File: src/rtl/cpu_mem_pkg.sv
package cpu_mem_pkg;

  localparam logic [31:0] RESET_PC   = 32'hbfc0_0000; // boot vector, kseg1
  localparam logic [31:0] KSEG0_BASE = 32'h8000_0000; // cached, unmapped
  localparam logic [31:0] KSEG1_BASE = 32'ha000_0000; // uncached, unmapped
  localparam logic [31:0] PHYS_MASK  = 32'h1fff_ffff; // strips segment bits

  localparam int DEF_SETS       = 64; // default icache sets
  localparam int DEF_LINE_WORDS = 4;  // default words per line

  // fetch unit -> icache
  typedef struct packed {
    logic        req;
    logic [31:0] pc;     // virtual
    logic        cached; // from segment decode
  } fetch_req_t;

  // icache -> fetch unit
  typedef struct packed {
    logic        addr_ok;
    logic        data_ok;
    logic [31:0] rdata_1;   // word at pc
    logic [31:0] rdata_2;   // word at pc+4
    logic        second_ok; // rdata_2 usable, valid with data_ok
  } fetch_rsp_t;

  typedef struct packed {
    logic        valid;
    logic [31:0] pc;
    logic [31:0] instr_0;
    logic [31:0] instr_1;
    logic        pair; // instr_1 valid
  } fetch_bundle_t;

  // sram-like bus, request side
  typedef struct packed {
    logic        req;
    logic        wr;
    logic [1:0]  size;
    logic [31:0] addr;
    logic [31:0] wdata;
  } mem_req_t;

  typedef struct packed {
    logic [31:0] rdata;
    logic        addr_ok;
    logic        data_ok;
  } mem_rsp_t;

  // core data access, virtual address
  typedef struct packed {
    logic        req;
    logic        wr;
    logic [1:0]  size;
    logic [31:0] addr;
    logic [31:0] wdata;
  } data_req_t;

endpackage

File: src/rtl/fetch_unit.sv
`timescale 1ns/1ns

module fetch_unit (
  input  logic                       clk,
  input  logic                       arst_n,
  input  logic                       redirect,
  input  logic [31:0]                redirect_pc,
  input  logic                       fetch_hold,
  output cpu_mem_pkg::fetch_req_t    cache_req,
  input  cpu_mem_pkg::fetch_rsp_t    cache_rsp,
  output cpu_mem_pkg::fetch_bundle_t fetch_bundle
);

  logic [31:0] pc_q;        // pc of the next or current fetch
  logic        inflight_q;  // accepted, waiting for data_ok
  logic        squash_q;    // in-flight answer belongs to an old pc
  logic        valid_q;
  logic [31:0] bundle_pc_q;
  logic [31:0] instr_0_q;
  logic [31:0] instr_1_q;
  logic        pair_q;

  logic        issue;
  logic        accepted;
  logic        returned;
  logic        deliver;
  logic        kill;
  logic [31:0] pc_step;

  assign issue    = ~inflight_q & ~fetch_hold; // one fetch at a time
  assign accepted = issue & cache_rsp.addr_ok;
  assign returned = inflight_q & cache_rsp.data_ok;
  assign deliver  = returned & ~squash_q & ~redirect; // drop stale answers
  assign pc_step  = cache_rsp.second_ok ? 32'd8 : 32'd4;

  // redirect hits a fetch already on its way
  assign kill = redirect & (accepted | (inflight_q & ~returned));

  assign cache_req.req    = issue;
  assign cache_req.pc     = pc_q;
  assign cache_req.cached = 1'b1; // core never forces uncached, top refines

  always_ff @(posedge clk or negedge arst_n) begin
    if (!arst_n) begin
      pc_q       <= cpu_mem_pkg::RESET_PC;
      inflight_q <= 1'b0;
      squash_q   <= 1'b0;
      valid_q    <= 1'b0;
    end else begin
      valid_q <= deliver; // one cycle pulse

      if (accepted) begin
        inflight_q <= 1'b1;
      end else if (returned) begin
        inflight_q <= 1'b0;
      end

      if (kill) begin
        squash_q <= 1'b1;
      end else if (returned) begin
        squash_q <= 1'b0;
      end

      if (redirect) begin
        pc_q <= redirect_pc; // wins over advance
      end else if (deliver) begin
        pc_q <= pc_q + pc_step;
      end
    end
  end

  // fetched pair, registered
  always_ff @(posedge clk) begin
    if (deliver) begin
      bundle_pc_q <= pc_q;
      instr_0_q   <= cache_rsp.rdata_1;
      instr_1_q   <= cache_rsp.second_ok ? cache_rsp.rdata_2 : 32'd0;
      pair_q      <= cache_rsp.second_ok;
    end
  end

  assign fetch_bundle = '{
    valid:   valid_q,
    pc:      bundle_pc_q,
    instr_0: instr_0_q,
    instr_1: instr_1_q,
    pair:    pair_q
  };

endmodule

File: config.mk
export PLATFORM = sky130hd
export DESIGN_NAME = fetch_unit
export DESIGN_NICKNAME = d
export VERILOG_FILES = /design/src/rtl/cpu_mem_pkg.sv /design/src/rtl/fetch_unit.sv
export SDC_FILE = /design/constraint.sdc
export NUM_CORES = 1
export LEC_CHECK = 0
export BUFFER_PORTS_ARGS = -buffer_cell sky130_fd_sc_hd__buf_2
export CORE_MARGIN = 5
export CORE_UTILIZATION = 47
export CTS_CLUSTER_SIZE = 14
export DETAILED_ROUTE_END_ITERATION = 10
export GPL_TIMING_DRIVEN = 1
export PLACE_DENSITY = 0.8
export SLEW_MARGIN = 20
export SYNTH_ARGS = -nofsm -noshare
export SYNTH_HDL_FRONTEND = slang
export SYNTH_SLANG_ARGS = --single-unit
File: constraint.sdc
create_clock -name clk -period 6.7 [get_ports clk]
set_input_delay 0.335 -clock clk [delete_from_list [all_inputs] [get_ports clk]]
set_output_delay 0.335 -clock clk [all_outputs]
set_load 0.05 [all_outputs]
* Word level (Yosys, flattened, before mapping)
Cells that the tools add are included.
** Storage, ports and cells
- Logic and storage cells :: 31
- Output and inout port bits :: 132
- Bits of input ports :: 103
- Bits in registers :: 132
** Cells by class
- Muxes and demuxes :: 6
- Bitwise operators :: 13
- Reduce and logical (&&, ||, !) cells :: 3
- Add/subtract/negate cells :: 1
** Operators by type and width (number)
- $mux W32 :: 2
- $add A32 B4 Y32 :: 1
- $and A1 B1 Y1 :: 7
- $reduce_bool A2 Y1 :: 3
- $not A1 Y1 :: 5
- $mux W4 :: 1
- $mux W1 :: 3
- $or A1 B1 Y1 :: 1

* Logic depth before layout (Yosys ltp)
Gate-level depths: netlist (run 1).
- Word-level depth :: 6
- Gate-level depth with buffers :: 10
- Mapped depth without buffers :: 9

* Least setup slack after synthesis (run 1)
Ideal clock, no wire load.
- Path type :: input port to flip-flop
- Start :: input redirect
- End :: register valid_q
- Required time :: 6144 ps
- Data arrival time :: 4839 ps
- Setup time :: 556 ps
- Stages :: 3
- Slack :: 1306 ps
- Buffers on the path :: 2
- Path through :: clkbuf_1 -> clkbuf_1 -> nor2_1
** On the way
- Cells in the longest elaborated chain, start to end :: 2
** Ends and longest elaborated chain
- start, declared :: RTL line fetch_unit.sv:6 : input logic redirect,
- $not A1 Y1 :: RTL line fetch_unit.sv:33 : assign deliver = returned & ~squash_q & ~redirect;
- $and A1 B1 Y1 :: RTL line fetch_unit.sv:33
- net deliver :: RTL line fetch_unit.sv:26 : logic deliver;
- end signal, assigned :: RTL line fetch_unit.sv:50 : valid_q <= deliver;
- end, declared :: RTL line fetch_unit.sv:17 : logic valid_q;
The timed path passes the listed nets, and every way through them passes these cells.
A chain may end at the register's enable or synchronous reset.

* Worst setup path in the final report (run 1)
- Start :: register pc_q[2]
- End :: register pc_q[30]
** On the way
- Cells in the longest elaborated chain, start to end :: 3
** Ends and longest elaborated chain
- start, declared :: RTL line fetch_unit.sv:14 : logic [31:0] pc_q;
- start signal, assigned :: RTL line fetch_unit.sv:45 : pc_q <= cpu_mem_pkg::RESET_PC;
- start signal, assigned :: RTL line fetch_unit.sv:65 : pc_q <= redirect_pc;
- start signal, assigned :: RTL line fetch_unit.sv:67 : pc_q <= pc_q + pc_step;
- $add A32 B4 Y32 :: RTL line fetch_unit.sv:67
- $mux W32 :: RTL line fetch_unit.sv:66 : end else if (deliver) begin
- $mux W32 :: RTL line fetch_unit.sv:64 : if (redirect) begin
No other way between the ends. The select of a mux whose other input is x is not followed.

==> impl_summary.md, run 1 <==
Logic synthesis
The total number of yosys warnings is 0. The post-synthesis cell type with the largest combined area is edfxtp_1. The async set or reset register ratio after synthesis is 0.265.

The most common cell in the synthesized netlist is edfxtp_1. The sequential share of the synthesized area is 0.745. The average size of a mapped cell is 14.9 um^2. The number of enable-type register cells in the synthesized netlist is 97. The post-synthesis register bit count is 132. The netlist area before placement is 0.00510 mm^2.

The share of synthesized area in the top cell type comes to 0.571. Synthesis produced 343 cells. By area the synthesized netlist is led by edfxtp_1, dfrtp_1, dfstp_2. The number of nets in the synthesized netlist is 449. The netlist uses 36 different library cells. The commonest cells after synthesis are edfxtp_1, nand2_1, and2_1, o21ai_0, dfrtp_1. Among all flip-flop cells after synthesis, the most frequent one is edfxtp_1.

Worst setup path
The worst setup path is captured at a flop. For the worst setup path, the data arrival time is 2680 ps. The signal on the critical path passes through ha_1 -> inv_1 -> fa_1 -> nand2b_1 -> nor3_1 -> nand4_1 -> xnor2_1 -> mux2_2.

The startpoint kind of the worst setup timing path is a flop. The kind of critical path is reg2reg. The cell type group with the largest total delay on the critical path is simple AND/OR/NAND/NOR gates. The highest-delay cell along the critical path is dfrtp_1.

In this design, the stage delay of the slowest critical-path cell is 410 ps. STA puts the critical path data required time at 7090 ps. The count of buffering cells on the critical path with inverters included is 1. Along the worst path, the maximum fanout reaches 4.

Global route
The global-route wire length before repair is 21800 um. The initial antenna violation count is 1. In the global route stage, overall resource usage came out at 0.222. The number of global-route vias before repair is 3964. Global routing finished with a remaining overflow of 0. The maximum number of pins on one net before global-route repair is 65.

Drt
In this run, the number of DRC markers left after iteration 0 of detailed routing was 348. In the routed design, unresolved DRC markers number 0. The ratio of routed vias to standard cells is 4.93.

The first-pass iteration count of the detailed router is 5. Dividing the detail-routed wire length by the instance count gives 19.0 um. The remaining antenna violation count is 0. After detailed routing, the total wire length is 14600 um. Across all layers, the routed design uses 3790 vias.

Place
Input and output buffers added on the ports amount to 233. Summed over all nets, the half-perimeter wirelength after detailed placement is 10000 um. The weighted congestion reported at the end of routability-driven placement is 0.780. The placed instances occupy a cell area of 0.00639 mm^2.

STA
After routing, the total negative slack on setup checks comes to 0 ps. Hold is met by 37.9 ps. Timing would allow up to 437 MHz.

Setup violations remaining at the end of the flow were counted as 0. The worst slew margin relative to its limit is 0.454. The worst path needs 2290 ps of the cycle, external delays included.

The final period utilization is 0.341. The count of final max-slew check failures is 0. The number of hold violations in the final report is 0. The worst clock skew on the final layout is 7.93 ps.

The transition time at the pin with the least slew margin is 819 ps. Setup repair after global routing left no endpoint under its margin.

Power
The peak ir drop on the vdd network is 133 uV. Dividing total power by cell area gives a power density of 291 mW/mm^2. Summed over all cells, the static leakage comes to 0.00312 uW.

Floorplanning
The region available for standard cell placement spans 0.0107 mm^2. The horizontal die dimension is 114 um. Measured along the y axis, the die boundary spans 114 um.

The effective utilization at floorplan is 0.474. The row count is 38. Pin placement for this block handled 235 I/O pins. The die area is 0.0130 mm^2.

Clock network
Counting along the longest clock path gives a buffer depth of 2. The level count of the clock H-tree is 4. The number of clock buffers inserted by TritonCTS is 17. The TritonCTS clock tree is built.

The cell sitting at the root of the clock tree is a clkbuf_8. The later pin in the worst-skew pair is clocked with a latency of 500 ps. Clock-pin slew was measured on the worst setup and hold paths at 60 ps. The total number of clock tree sinks is 132. Once the clock tree was built, the setup fixing pass inserted 0 buffers.

Cells and area
In the final layout, the share of cells above drive strength 1 is 0.455. For this run, the post-layout net count is 721. With fillers left out, the area of the finished cells amounts to 0.00730 mm^2.

The layout-stage area growth over the synthesis result is 43.1%.

Job
Max-cap violations in this run came to 0.

Status
The flow ran to the end, and the final reports show no timing, DRC or antenna violations.

Min path
The class of the tightest hold or removal check is in2reg.
-- worst reg2reg max path: cells and delay by family (launching register included) --
kind	cells	cell delay, ps
xor+xnor	1	160
fa+ha+maj	2	560
buf+inv	1	50
flops	1	410
mux	1	250
simple gates	3	750
-- metal layers --
layer | vias up | routed length (um) | track usage
met5 | - | 0 | 0
li1 | 1768 | - | -
met3 | 10 | 1190 | 0.0629
met2 | 190 | 7860 | 0.403
met1 | 1822 | 5450 | 0.260
met4 | 0 | 140 | 0.0570
-- placed cells by master (no fill, tap or decap), drive strengths merged, types with 12 or more instances in the layout --
| cell type | n |
|---|---|
| o21ai | 29 |
| dfrtp | 26 |
| buf | 236 |
| clkbuf | 18 |
| and2 | 32 |
| dlygate4sd3 | 31 |
| nand3 | 12 |
| nand2 | 40 |
| edfxtp | 97 |
| xor2 | 21 |
-- final timing paths --
kind | start | to | slack, ps | cells after the start
max in group asynchronous | arst_n | pc_q[2] | 5690 | 2
worst max register to register | pc_q[2] | pc_q[30] | 4410 | 8
worst min register to register | pc_q[1] | bundle_pc_q[1] | 470 | 0
worst min-delay path | cache_rsp[50] | instr_0_q[17] | 40 | 1
worst max-delay path | pc_q[2] | pc_q[30] | 4410 | 8
min in group asynchronous | arst_n | pc_q[0] | 490 | 2
-- sequential cells by signal (all words and copies together), names as in the netlist --
name / count
pc_q: 32
instr_1_q: 32
squash_q: 1
inflight_q: 1
pair_q: 1
instr_0_q: 32
valid_q: 1
bundle_pc_q: 32
-- metrics by stage --
step                setup slack [ps]  cells  utilization  power [uW]
CTS                             3990    766        0.676        2130
global placement                3960    704        0.595        1230
detailed placement              3840    704        0.595        1240
finish                          4410    769        0.679        2120
global route                    4200    769        0.679        2200
floorplan                       1310    343            -        1150
-- power breakdown --
group / total (uW) / internal, uW / switching, uW / leakage, uW
sequential: 962 / 925 / 36.6 / 0.00129
combinational: 274 / 83.3 / 191 / 0.00156
clock: 885 / 533 / 352 / 0.000270
total: 2120 / 1540 / 579 / 0.00312
-- final cells by class --
type | instances | area [um^2]
flip-flops and latches | 132 | 3800
fillers | 753 | 3450
repair buffers | 267 | 1510
multi-input cells | 191 | 1220
clock buffers | 18 | 418
well taps | 140 | 175
clock inverters | 14 | 153
inverters | 6 | 22.5
diodes | 1 | 2.50
-- repair_timing --
item	CTS	global route
endpoints found under the setup margin	0	0
endpoints found under the hold margin	55	1
resized for setup	0	0
hold buffers	30	1
-- cell families after synthesis --
logic type	Yosys count	synth area share
AO/OA/AOI/OAI	33	0.0336
XOR/XNOR	27	0.0464
adder cells (fa/ha/maj)	3	0.00883
buffers and inverters	20	0.0177
flip-flops	132	0.745
multiplexers	5	0.0106
other	1	0.000735
AND/OR/NAND/NOR	122	0.137
(Power assumes the default switching activity.)
==> run 2, diff against run 1 <==
Settings changed: CORE_UTILIZATION 47 to 42, PLACE_DENSITY 0.8 to 0.76.
Clock period 6.7 ns to 2 ns, I/O delays scaled along.
==> impl_summary.md, run 2 (same netlist as run 1, synthesis figures left out) <==
Status
The run finished with clean final reports.

Drt
The final routed wirelength across all metal layers is 14900 um. The ratio of routed vias to standard cells is 4.81. Detailed routing inserted a total of 4099 vias. The first-pass iteration count of the detailed router is 4.

The detail-routed net length per standard cell is 17.4 um. The remaining antenna violation count is 0. The initial detailed-routing violation count is 229. The number of remaining DRC errors is 0.

Floorplanning
The die span in y is 120 um. The floorplan has 40 rows. In this run the count of I/O pins placed on the die edge is 235. The die area is 0.0144 mm^2. The effective utilization at floorplan is 0.426.

The horizontal die dimension is 120 um. The total core area is 0.0120 mm^2.

Clock network
The number of clock buffers inserted by TritonCTS is 17. The clock passes through at most 2 buffers. The root cell of the clock tree is clkbuf_16. The later pin in the worst-skew pair is clocked with a latency of 410 ps. TritonCTS built the clock tree. The H-tree generated during clock tree synthesis spans 4 levels. The clock slew seen by the registers of the worst setup and hold paths is 60 ps. The total number of clock tree sinks is 132.

Worst setup path
The origin of the worst setup path is pc_q[2]. In this run the critical register-to-register path is captured at pc_q[10]. The number of cells traversed by the worst register-to-register path is 8. The worst setup path is launched from a flop. For flop-to-flop paths, the worst setup slack is 80 ps.

Of all nets on the critical path, the largest fanout is 4. The required time reported for the critical path endpoint is 2260 ps. The worst setup path is of the reg2reg kind. The startpoint of the worst register-to-register path is pc_q[2]. The worst setup path is captured at a flop.

For the worst setup path, the data arrival time is 2180 ps. The capture point of the critical path is pc_q[10].

Cells and area
The count of antenna diodes in the layout is 0. The final cell count without fillers is 852. The share of cells above drive strength 1 is 0.437.

The layout-stage area growth over the synthesis result is 60.3%. The leading cell type in the layout, fill and taps excluded is buf_2. The net count reported at finish is 798.

Leaving out fill and tap cells, the most frequent cells in the layout are buf_2, dlygate4sd3_1, edfxtp_1. Measured on the finished design, the core utilization comes to 0.683.

Job
The max-cap violation count is 0.

Global route
Summed over all layers, the global routing overflow is 0. Across every metal layer, demand over resource in global routing totals 0.206. The number of global-route vias before repair is 4307. The initial antenna violation count is 0. Entering global routing, the biggest net connects 56 pins. The global-route wire length before repair is 22900 um.

Place
The cell count after placement is 720. Routability-driven placement finished with a final weighted congestion of 0.844. After legalization and detailed placement, the total HPWL measured 9620 um. The number of buffer cells added on primary ports is 233.

STA
Dividing the final minimum period by the clock period gives 0.960. The count of final max-slew check failures is 0. The smallest clock period supported by the final layout is computed as 1920 ps. The top achievable clock speed is 521 MHz. The number of hold violations in the final report was 0. The final setup violation count is 0. At the pin with the least slew margin, the transition time is 799 ps. The worst hold slack is 16.6 ps.

Setup repair after global routing could not meet its margin everywhere. The worst clock skew on the final layout is 11.2 ps. In this run the tightest slew margin relative to its limit is 0.468.

Min path
The tightest min-delay check is of the in2reg type.

Power
The static power due to leakage is 0.00350 uW. The completed layout was analyzed and its total power is 7530 uW. Dividing total power by cell area gives a power density of 922 mW/mm^2.

The peak ir drop on the vdd network is 451 uV.
[run 2: cell count changes in the layout (fill, tap and decap cells not counted), sizes merged]
cell / delta
buf: +10
bufinv: +2
clkbuf: -1
clkinvlp: +2
diode: -1
dlygate4sd3: +67
inv: -3
[run 2: power by group]
group / switching [uW] / internal [uW] / total, uW / leakage [uW]
combinational: 668 / 383 / 1050 / 0.00191
clock: 1170 / 2090 / 3260 / 0.000292
sequential: 121 / 3100 / 3220 / 0.00129
[run 2: final cells by class]
| class | instances | area [um^2] |
|---|---|---|
| inverters | 6 | 22.5 |
| fillers | 799 | 3790 |
| flip-flops and latches | 132 | 3800 |
| repair buffers | 344 | 2270 |
| multi-input cells | 191 | 1260 |
| well taps | 147 | 184 |
| clock inverters | 15 | 206 |
| clock buffers | 17 | 425 |
[run 2: through the flow]
| stage | area [um^2] | setup TNS, ps | setup WS (ps) |
|---|---|---|---|
| 2_1_floorplan | 5140 | -50420 | -507 |
| 3_3_place_gp | 6530 | 0 | 44.9 |
| 3_5_place_dp | 6530 | -15.8 | -15.8 |
| 4_1_cts | 8150 | 0 | 26.9 |
| 5_1_grt | 8170 | -5.47 | -5.47 |
| 6_report | 8170 | 0 | 79.5 |
[run 2: worst min-delay path by stage]
stage	startpoint	to	slack (ps)	depth (start not counted)
3_5_place_dp	arst_n	pc_q[15]	250	1
2_1_floorplan	arst_n	inflight_q	-200	0
6_report	cache_rsp[15]	instr_1_q[14]	20	2
3_3_place_gp	arst_n	pc_q[21]	230	1
4_1_cts	cache_rsp[15]	instr_1_q[14]	3	2
5_1_grt	cache_rsp[15]	instr_1_q[14]	20	2
[run 2: critical path, stage by stage, from the launching register on]
cell      delay, ps
dfrtp_2         380
ha_4            140
inv_2            40
fa_2            330
nand2b_4        180
or3_4           360
nor2_1          140
xnor2_1         130
o21ai_0          80
[run 2: layer usage]
layer  share of wire  vias to the layer above  wire [um]  GRT usage
met1            0.37                     1964       5450      0.216
li1                -                     1929          -          -
met2            0.53                      175       7910      0.383
met3           0.077                       31       1150     0.0641
met4           0.023                        0        345     0.0830
met5               0                        -          0          0
[run 2: what timing repair did]
item                       CTS  global route
pin swaps                    1             5
hold endpoints to repair   122             0
gates resized for setup      0             5
setup endpoints to repair    3             9
setup buffers                1             1
hold buffers                98             0
